[config.mk]
export PLATFORM = sky130hd
export DESIGN_NAME = cache
export DESIGN_NICKNAME = d
export VERILOG_FILES = /design/src/hw/axi4lite_parameters.sv /design/src/hw/cache_parameters.sv /design/src/hw/cache_ctrl_if.sv /design/src/hw/cache.sv /design/src/hw/cache_controller.sv /design/src/hw/cache_datapath.sv /design/src/hw/cache_way.sv
export SDC_FILE = /design/constraint.sdc
export NUM_CORES = 2
export LEC_CHECK = 0
export ABC_AREA = 0
export BUFFER_PORTS_ARGS = -buffer_cell sky130_fd_sc_hd__buf_2
export CORE_MARGIN = 4
export CORE_UTILIZATION = 60
export DETAILED_ROUTE_END_ITERATION = 8
export PLACE_DENSITY_LB_ADDON = 0.25
export SYNTH_ARGS = -nofsm -noshare
export SYNTH_HDL_FRONTEND = slang
export SYNTH_HIERARCHICAL = 1
export SYNTH_SLANG_ARGS = --single-unit
[constraint.sdc]
create_clock -name clk -period 10.9 [get_ports clk]
set_clock_uncertainty 0.05 [all_clocks]
set_input_delay 3.27 -clock clk [delete_from_list [all_inputs] [get_ports clk]]
set_output_delay 3.27 -clock clk [all_outputs]
set_load 0.05 [all_outputs]
[src/hw/axi4lite_parameters.sv]
// AXI4-Lite parameters
// Address and data widths of the memory port and their vector types

package axi4lite_parameters;

    localparam int AXI_ADDR_WIDTH = 32;
    localparam int AXI_DATA_WIDTH = 32;                             // Single beat, one cache line

    typedef logic [AXI_ADDR_WIDTH-1:0] axi_addr_t;
    typedef logic [AXI_DATA_WIDTH-1:0] axi_data_t;

endpackage

[src/hw/cache_parameters.sv]
// Cache parameters
// Geometry of the two-way set-associative data cache, the types for the
// fields of a processor address and the states of the cache controller FSM

package cache_parameters;

    localparam int ADDR_BITS   = 32;
    localparam int WORD_BITS   = 32;
    localparam int NUM_WAYS    = 2;
    localparam int NUM_SETS    = 16;
    localparam int OFFSET_BITS = 2;                                 // Byte offset within a word
    localparam int INDEX_BITS  = 4;
    localparam int TAG_BITS    = ADDR_BITS - INDEX_BITS - OFFSET_BITS;

    // Processor byte address and data word
    typedef logic [ADDR_BITS-1:0]  cache_addr_t;
    typedef logic [WORD_BITS-1:0]  cache_word_t;

    // Fields taken from the registered request address
    typedef logic [INDEX_BITS-1:0] cache_index_t;
    typedef logic [TAG_BITS-1:0]   cache_tag_t;

    typedef logic [NUM_WAYS-1:0]   way_sel_t;                       // One-hot, one bit per way

    // IDLE accepts a request and COMPARE looks it up.
    // The READ states fetch a missed word, the WRITE states carry a write to memory,
    // and RESPOND ends every request with a one-cycle valid
    typedef enum logic [2:0] {
        IDLE,
        COMPARE,
        READ_ADDR,
        READ_DATA,
        WRITE_REQ,
        WRITE_RESP,
        RESPOND
    } cache_state_e;

endpackage
[src/hw/cache_ctrl_if.sv]
// Cache control link
// Commands from the cache controller to the datapath and the lookup status
// that the datapath returns for the registered request

`timescale 1ns/1ps

interface cache_ctrl_if
    import cache_parameters::*;
();

    // Commands
    logic     capture_req;                                          // Register the processor request
    logic     fill_en;                                              // Write the fetched word into the victim
    logic     update_en;                                            // Rewrite the hit line with the write data
    logic     lru_touch;

    // Status
    logic     hit;
    logic     req_write;
    way_sel_t hit_way;

    modport controller (
        output capture_req, fill_en, update_en, lru_touch,
        input  hit, req_write, hit_way
    );

    modport datapath (
        input  capture_req, fill_en, update_en, lru_touch,
        output hit, req_write, hit_way
    );

endinterface

[src/hw/cache.sv]
// Two-way set-associative data cache
// Read-allocate, write-through, no-write-allocate cache between a processor
// request port and an AXI4-Lite memory port. The controller drives every
// strobe and the datapath drives addresses and data

`timescale 1ns/1ps

module cache
    import cache_parameters::*;
    import axi4lite_parameters::*;
(
    input  logic        clk,
    input  logic        reset,

    // Processor side
    input  logic        req,
    input  logic        write,
    input  cache_addr_t addr,
    input  cache_word_t w_data,
    output logic        ready,
    output logic        valid,
    output cache_word_t r_data,

    // AXI4-Lite memory side
    output axi_addr_t   araddr,
    output logic        arvalid,
    input  logic        arready,
    input  axi_data_t   rdata,
    input  logic        rvalid,
    output logic        rready,
    output axi_addr_t   awaddr,
    output logic        awvalid,
    input  logic        awready,
    output axi_data_t   wdata,
    output logic        wvalid,
    input  logic        wready,
    input  logic        bvalid,
    output logic        bready
);

    cache_ctrl_if ctrl_link ();

    cache_controller ctrl (
        .clk     (clk),
        .reset   (reset),
        .req     (req),
        .arready (arready),
        .rvalid  (rvalid),
        .awready (awready),
        .wready  (wready),
        .bvalid  (bvalid),
        .ctrl    (ctrl_link.controller),
        .ready   (ready),
        .valid   (valid),
        .arvalid (arvalid),
        .rready  (rready),
        .awvalid (awvalid),
        .wvalid  (wvalid),
        .bready  (bready)
    );

    cache_datapath dp (
        .clk    (clk),
        .reset  (reset),
        .write  (write),
        .addr   (addr),
        .w_data (w_data),
        .rdata  (rdata),
        .ctrl   (ctrl_link.datapath),
        .r_data (r_data),
        .araddr (araddr),
        .awaddr (awaddr),
        .wdata  (wdata)
    );

endmodule

[src/hw/cache_controller.sv]
// Cache controller
// FSM that accepts processor requests, steers the lookup, fetches missed
// words and writes every store through to memory. It owns all ready and
// valid strobes on both the processor and the AXI4-Lite side

`timescale 1ns/1ps

module cache_controller
    import cache_parameters::*;
(
    input  logic                   clk,
    input  logic                   reset,
    input  logic                   req,
    input  logic                   arready,
    input  logic                   rvalid,
    input  logic                   awready,
    input  logic                   wready,
    input  logic                   bvalid,
    cache_ctrl_if.controller       ctrl,
    output logic                   ready,
    output logic                   valid,
    output logic                   arvalid,
    output logic                   rready,
    output logic                   awvalid,
    output logic                   wvalid,
    output logic                   bready
);

    cache_state_e state_q;
    cache_state_e state_d;
    logic         aw_done_q;                                        // Write address already taken
    logic         w_done_q;                                         // Write data already taken
    logic         aw_ok;
    logic         w_ok;

    assign aw_ok = aw_done_q || awready;
    assign w_ok  = w_done_q || wready;

    always_comb begin
        state_d          = state_q;
        ready            = 1'b0;
        valid            = 1'b0;
        arvalid          = 1'b0;
        rready           = 1'b0;
        awvalid          = 1'b0;
        wvalid           = 1'b0;
        bready           = 1'b0;
        ctrl.capture_req = 1'b0;
        ctrl.fill_en     = 1'b0;
        ctrl.update_en   = 1'b0;
        ctrl.lru_touch   = 1'b0;

        case (state_q)
            IDLE: begin
                ready = 1'b1;
                if (req) begin
                    ctrl.capture_req = 1'b1;
                    state_d          = COMPARE;
                end
            end
            COMPARE: begin
                if (ctrl.req_write) begin
                    // Write-through, and a hit also refreshes the stored line
                    ctrl.update_en = ctrl.hit;
                    ctrl.lru_touch = ctrl.hit;
                    state_d        = WRITE_REQ;
                end else if (ctrl.hit) begin
                    ctrl.lru_touch = 1'b1;
                    state_d        = RESPOND;
                end else begin
                    state_d = READ_ADDR;
                end
            end
            READ_ADDR: begin
                arvalid = 1'b1;
                if (arready) state_d = READ_DATA;
            end
            READ_DATA: begin
                rready = 1'b1;
                if (rvalid) begin
                    ctrl.fill_en   = 1'b1;                          // Fill lands on the rvalid edge
                    ctrl.lru_touch = 1'b1;
                    state_d        = RESPOND;
                end
            end
            WRITE_REQ: begin
                awvalid = !aw_done_q;
                wvalid  = !w_done_q;
                if (aw_ok && w_ok) state_d = WRITE_RESP;
            end
            WRITE_RESP: begin
                bready = 1'b1;
                if (bvalid) state_d = RESPOND;
            end
            RESPOND: begin
                valid   = 1'b1;
                state_d = IDLE;
            end
            default: state_d = IDLE;
        endcase
    end

    always_ff @(posedge clk) begin
        if (reset) begin
            state_q <= IDLE;
        end else begin
            state_q <= state_d;
        end
    end

    // The two write channels may complete in either order
    always_ff @(posedge clk) begin
        if (reset || state_d != WRITE_REQ) begin
            aw_done_q <= 1'b0;
            w_done_q  <= 1'b0;
        end else begin
            if (awvalid && awready) aw_done_q <= 1'b1;
            if (wvalid && wready) w_done_q <= 1'b1;
        end
    end

    no_valid_while_ready: assert property (
        @(posedge clk) disable iff (reset) !(valid && ready)
    );

    arvalid_held_until_arready: assert property (
        @(posedge clk) disable iff (reset) (arvalid && !arready) |=> arvalid
    );

    fill_update_exclusive: assert property (
        @(posedge clk) disable iff (reset) !(ctrl.fill_en && ctrl.update_en)
    );

endmodule

[src/hw/cache_datapath.sv]
// Cache datapath
// Holds the accepted request, looks it up in both ways, chooses the victim
// from the valid and LRU bits and drives the read data and the AXI
// address and write data

`timescale 1ns/1ps

module cache_datapath
    import cache_parameters::*;
    import axi4lite_parameters::*;
(
    input  logic                 clk,
    input  logic                 reset,
    input  logic                 write,
    input  cache_addr_t          addr,
    input  cache_word_t          w_data,
    input  axi_data_t            rdata,
    cache_ctrl_if.datapath       ctrl,
    output cache_word_t          r_data,
    output axi_addr_t            araddr,
    output axi_addr_t            awaddr,
    output axi_data_t            wdata
);

    cache_addr_t         req_addr_q;
    cache_word_t         req_wdata_q;
    logic                req_write_q;
    cache_tag_t          req_tag;
    cache_index_t        req_index;
    way_sel_t            way_hit;
    way_sel_t            way_valid;
    way_sel_t            victim;
    way_sel_t            touched;
    cache_word_t         way_rdata [NUM_WAYS];
    cache_word_t         way_wdata;
    cache_word_t         hit_word;
    cache_word_t         fill_word_q;
    logic                use_fill_q;
    logic [NUM_SETS-1:0] lru_q;                                     // Index of the LRU way per set

    always_ff @(posedge clk) begin
        if (ctrl.capture_req) begin
            req_addr_q  <= addr;
            req_wdata_q <= w_data;
            req_write_q <= write;
        end
    end

    assign req_tag   = req_addr_q[ADDR_BITS-1 -: TAG_BITS];
    assign req_index = req_addr_q[OFFSET_BITS +: INDEX_BITS];
    assign way_wdata = ctrl.fill_en ? rdata : req_wdata_q;

    for (genvar w = 0; w < NUM_WAYS; w++) begin : g_way
        cache_way u_way (
            .clk        (clk),
            .reset      (reset),
            .index      (req_index),
            .tag        (req_tag),
            .write_word (way_wdata),
            .fill       (ctrl.fill_en & victim[w]),
            .update     (ctrl.update_en & ctrl.hit_way[w]),
            .hit        (way_hit[w]),
            .read_word  (way_rdata[w]),
            .valid_line (way_valid[w])
        );
    end

    assign ctrl.hit       = |way_hit;
    assign ctrl.hit_way   = way_hit;
    assign ctrl.req_write = req_write_q;

    // Lowest invalid way first, otherwise the least recently used one
    always_comb begin
        victim = '0;
        for (int i = NUM_WAYS - 1; i >= 0; i--) begin
            if (!way_valid[i]) victim = way_sel_t'(1) << i;
        end
        if (victim == '0) victim = way_sel_t'(1) << lru_q[req_index];
    end

    assign touched = ctrl.fill_en ? victim : ctrl.hit_way;

    // With two ways the LRU one is simply the way not touched last
    always_ff @(posedge clk) begin
        if (reset) begin
            lru_q <= '0;
        end else if (ctrl.lru_touch) begin
            lru_q[req_index] <= touched[0];
        end
    end

    // Keep the fetched word so a miss answers from it
    always_ff @(posedge clk) begin
        if (reset) begin
            use_fill_q <= 1'b0;
        end else if (ctrl.capture_req) begin
            use_fill_q <= 1'b0;
        end else if (ctrl.fill_en) begin
            use_fill_q <= 1'b1;
        end
    end

    always_ff @(posedge clk) begin
        if (ctrl.fill_en) fill_word_q <= rdata;
    end

    always_comb begin
        hit_word = '0;
        for (int i = 0; i < NUM_WAYS; i++) begin
            if (ctrl.hit_way[i]) hit_word = way_rdata[i];
        end
    end

    assign r_data = use_fill_q ? fill_word_q : hit_word;
    assign araddr = {req_addr_q[ADDR_BITS-1:OFFSET_BITS], {OFFSET_BITS{1'b0}}};
    assign awaddr = {req_addr_q[ADDR_BITS-1:OFFSET_BITS], {OFFSET_BITS{1'b0}}};
    assign wdata  = req_wdata_q;

    // A tag lives in at most one way of a set, so fills never duplicate a line
    hit_way_onehot: assert property (
        @(posedge clk) disable iff (reset) $onehot0(ctrl.hit_way)
    );

endmodule

[src/hw/cache_way.sv]
// Cache way
// Valid bits, tags and data words of one way, one line per set.
// Reports a hit for the indexed line and writes a line on fill or update

`timescale 1ns/1ps

module cache_way
    import cache_parameters::*;
(
    input  logic         clk,
    input  logic         reset,
    input  cache_index_t index,
    input  cache_tag_t   tag,
    input  cache_word_t  write_word,
    input  logic         fill,
    input  logic         update,
    output logic         hit,
    output cache_word_t  read_word,
    output logic         valid_line
);

    logic [NUM_SETS-1:0] valid_q;
    cache_tag_t          tag_q  [NUM_SETS];
    cache_word_t         data_q [NUM_SETS];

    always_ff @(posedge clk) begin
        if (reset) begin
            valid_q <= '0;                                          // Whole way starts empty
        end else if (fill) begin
            valid_q[index] <= 1'b1;
        end
    end

    // A fill loads a new line and an update only rewrites the word
    always_ff @(posedge clk) begin
        if (fill) begin
            tag_q[index]  <= tag;
            data_q[index] <= write_word;
        end else if (update) begin
            data_q[index] <= write_word;
        end
    end

    assign valid_line = valid_q[index];
    assign hit        = valid_q[index] && (tag_q[index] == tag);
    assign read_word  = data_q[index];

    // The controller only asks for an update after a lookup that hit in this way
    update_only_on_hit: assert property (
        @(posedge clk) disable iff (reset) update |-> hit
    );

endmodule

==> metrics.csv <==
metric,value,unit
status,"finished, final reports clean",
dpl hpwl,98200,um
final critical-path share of the clock period,0.958,
P per Cell Area,187,nW/um2
Non-Filler Instances,5774,
initial antenna violation count,3,
peak supply drop,0.000184,V
vias in the first global route,38900,
final WL,186000,um
Max Cap Viol,0,
Worst-path clk slew,60,ps
slowest cell on the critical path,nor2b_4,
CTS H-Tree Depth,4,
final hold vios,0,
"commonest non-fill, non-tap cell in the layout",edfxtp_1,
"Async S/R FF share, synth",0,
Core ar.,128000,um2
Post-Syn Area per Cell,22.1,um2
CTS root buffer,clkbuf_16,
"EDFF count, synth",1951,
"Req. time, crit path",7580,ps
DR pass1 iterations,7,
CP Cell Sequence,buf_12 > mux4_2 > mux4_2 > xnor2_1 > nand4_1 > or4_1 > a2111o_1 > nor4_2 > nor2b_4 > a22oi_1 > o21ai_0 > buf_2,
multi-input logic area,17500,um2
worst hold margin,424,ps
largest net degree at the start of global routing,145,
WL/cell,32.2,um
WP data arrival,7120,ps
fill cell count,7631,
post-cts sizing count,0,
gr usage total,0.278,
Clock Tree Buf Depth,3,
Net Sw Frac,0.225,
vias per cell,6.62,
"Top cell by count, worst path",mux4_2,
Die W,368,um
Synth warnings,6,
Post-Place Cells,5412,
CP Launch Type,flop,
final setup fails,0,
RSZ-0062 raised after global routing,false,
number of synthesized register bits,2005,
layout cell share with drive strength beyond 1,0.323,
clock latency at the later pin of the worst-skew pair,820,ps
worst hold-check path type,flop to flop,
GRT Residual Overflow,0,
critical setup path kind,flop to output pin,
Syn Std Cell Area,77900,um2
CTS Hold Bufs,0,
nets,3982,
Sequential Power Share,0.525,
"commonest non-fill, non-tap cells in the layout","1,951 x edfxtp_1, 521 x mux4_2, 233 x buf_2, 196 x clkbuf_16, 120 x buf_4",
Mapped Cells,3533,
Slew @ Worst Pin,1240,ps
die height,368,um
# rows,131,
Post-CTS Setup Inserts,0,
clock period minus worst slack,10440,ps
Static Leak,27.9,nW
Critical Path End Type,output pin,
sequential area share after synthesis,0.766,
Starting Density,0.607,
Psw,3.70,mW
FF/Latch Area,59700,um2
Syn-to-layout area delta,12.6,%
I/O pin count,240,
library cells used by synthesis,75,
die area,136000,um2
Max Clk Rate,95.8,MHz
post-route ant nets,0,
global placer's final weighted congestion,0.781,
initial drt markers,5172,
setup_tns,0,ps
Num CTS Buffers,192,
Port-buffer cells,233,
Slew HR,0.161,
Max Slew Vio Count,0,
Comb pwr share,0.080,
via count,38200,
clock power share,0.396,
first-pass GRT wire length,271000,um
Residual DRC,0,
CTS tree,yes,
P_int,12.7,mW
ys flop type,edfxtp_1,
Clock Sinks,2005,
largest fanout on the critical path,35,
"slowest stage delay, CP",910,ps
[flip-flops by register name, indices dropped and copies added (netlist names)]
| register | cells |
|---|---|
| ctrl/w_done_q | 1 |
| dp/ctrl.req_write | 1 |
| dp/g_way.u_way/valid_q | 32 |
| dp/g_way.u_way/tag_q | 832 |
| ctrl/state_q | 3 |
| dp/req_addr_q | 30 |
| dp/fill_word_q | 32 |
| dp/lru_q | 16 |
| ctrl/aw_done_q | 1 |
| dp/use_fill_q | 1 |
| dp/g_way.u_way/data_q | 1024 |
| dp/wdata | 32 |
[per-stage QoR]
stage	utilization	power [mW]	cell area, um2	setup slack (ps)
floorplan	-	9.73	77900	2150
global placement	0.636	10.1	81600	1250
detailed placement	0.636	10.1	81600	1200
CTS	0.684	16.5	87800	297
global route	0.684	17.0	87800	154
finish	0.684	16.4	87800	462
[synth_stat cells (25+ instances only)]
cell      instances  area (um2)
buf_4            46         345
o21ai_0          58         290
mux4_2          521       11700
dfxtp_1          54        1080
nor2b_1          27         169
nor2_1          138         518
nor3_1           25         125
mux2i_1          92         921
nand2_1          74         278
buf_2            62         310
xnor2_1          35         307
a22oi_1          49         368
clkbuf_1         72         270
edfxtp_1       1951       58600
mux2_2           47         529
[power by group through the flow]
stage                     sequential (mW)  clock [mW]  combinational [mW]
after floorplan                      8.89           0               0.836
after global placement               8.79           0                1.28
after detailed placement             8.79           0                1.31
after CTS                            8.63        6.57                1.32
after global routing                 8.63        6.94                1.39
final                                8.63        6.50                1.31
[worst max-delay path: cells and delay by family, from the launching register on]
family / cells / cell delay, ps
buffers and inverters: 2 / 740
XOR/XNOR: 1 / 280
multiplexers: 2 / 1070
AND/OR/NAND/NOR: 4 / 2030
flip-flops: 1 / 600
AO/OA/AOI/OAI: 3 / 1500
[logic make-up (layout without fill, tap and decap cells)]
kind of cell | after synthesis | in the layout | share of synthesized area
AOI/OAI and AO/OA | 227 | 227 | 0.0210
muxes | 661 | 661 | 0.170
and+or+nand+nor | 351 | 351 | 0.0213
xor gates and xnor gates | 55 | 55 | 0.00618
buffers and inverters | 233 | 740 | 0.0161
other | 1 | 6 | 0.0000481
DFF | 2005 | 2005 | 0.766
[area by class of cell]
| cell class | count | share of cell area |
|---|---|---|
| clock buffer | 243 | 0.0587 |
| clock inverter | 117 | 0.0113 |
| timing repair buffer | 363 | 0.0257 |
| antenna | 2 | 0.0000570 |
| sequential | 2005 | 0.680 |
| tap | 1729 | 0.0247 |
| multi-input combinational | 1298 | 0.199 |
| inverter | 17 | 0.000756 |
[metal layers]
metal  global-route usage  wire length (um)
met1                0.389             69300
met2                0.439             90300
met3               0.0668             19800
met4               0.0922              6270
met5                    0                13
[final timing paths]
path | startpoint | to | slack, ps | cells after the start
worst max-delay path | dp/req_addr_q[2]$_DFFE_PP_ | r_data[27] | 460 | 12
worst min-delay path | dp/g_way[1].u_way/valid_q[6]$_SDFFE_PP0P_ | dp/g_way[1].u_way/valid_q[6]$_SDFFE_PP0P_ | 420 | 2
worst min register to register | dp/g_way[1].u_way/valid_q[6]$_SDFFE_PP0P_ | dp/g_way[1].u_way/valid_q[6]$_SDFFE_PP0P_ | 420 | 2
worst max register to register | dp/req_addr_q[3]$_DFFE_PP_ | dp/g_way[0].u_way/data_q[4][26]$_DFFE_PP_ | 2770 | 16
No activity file was read; power rests on OpenSTA's default activity.
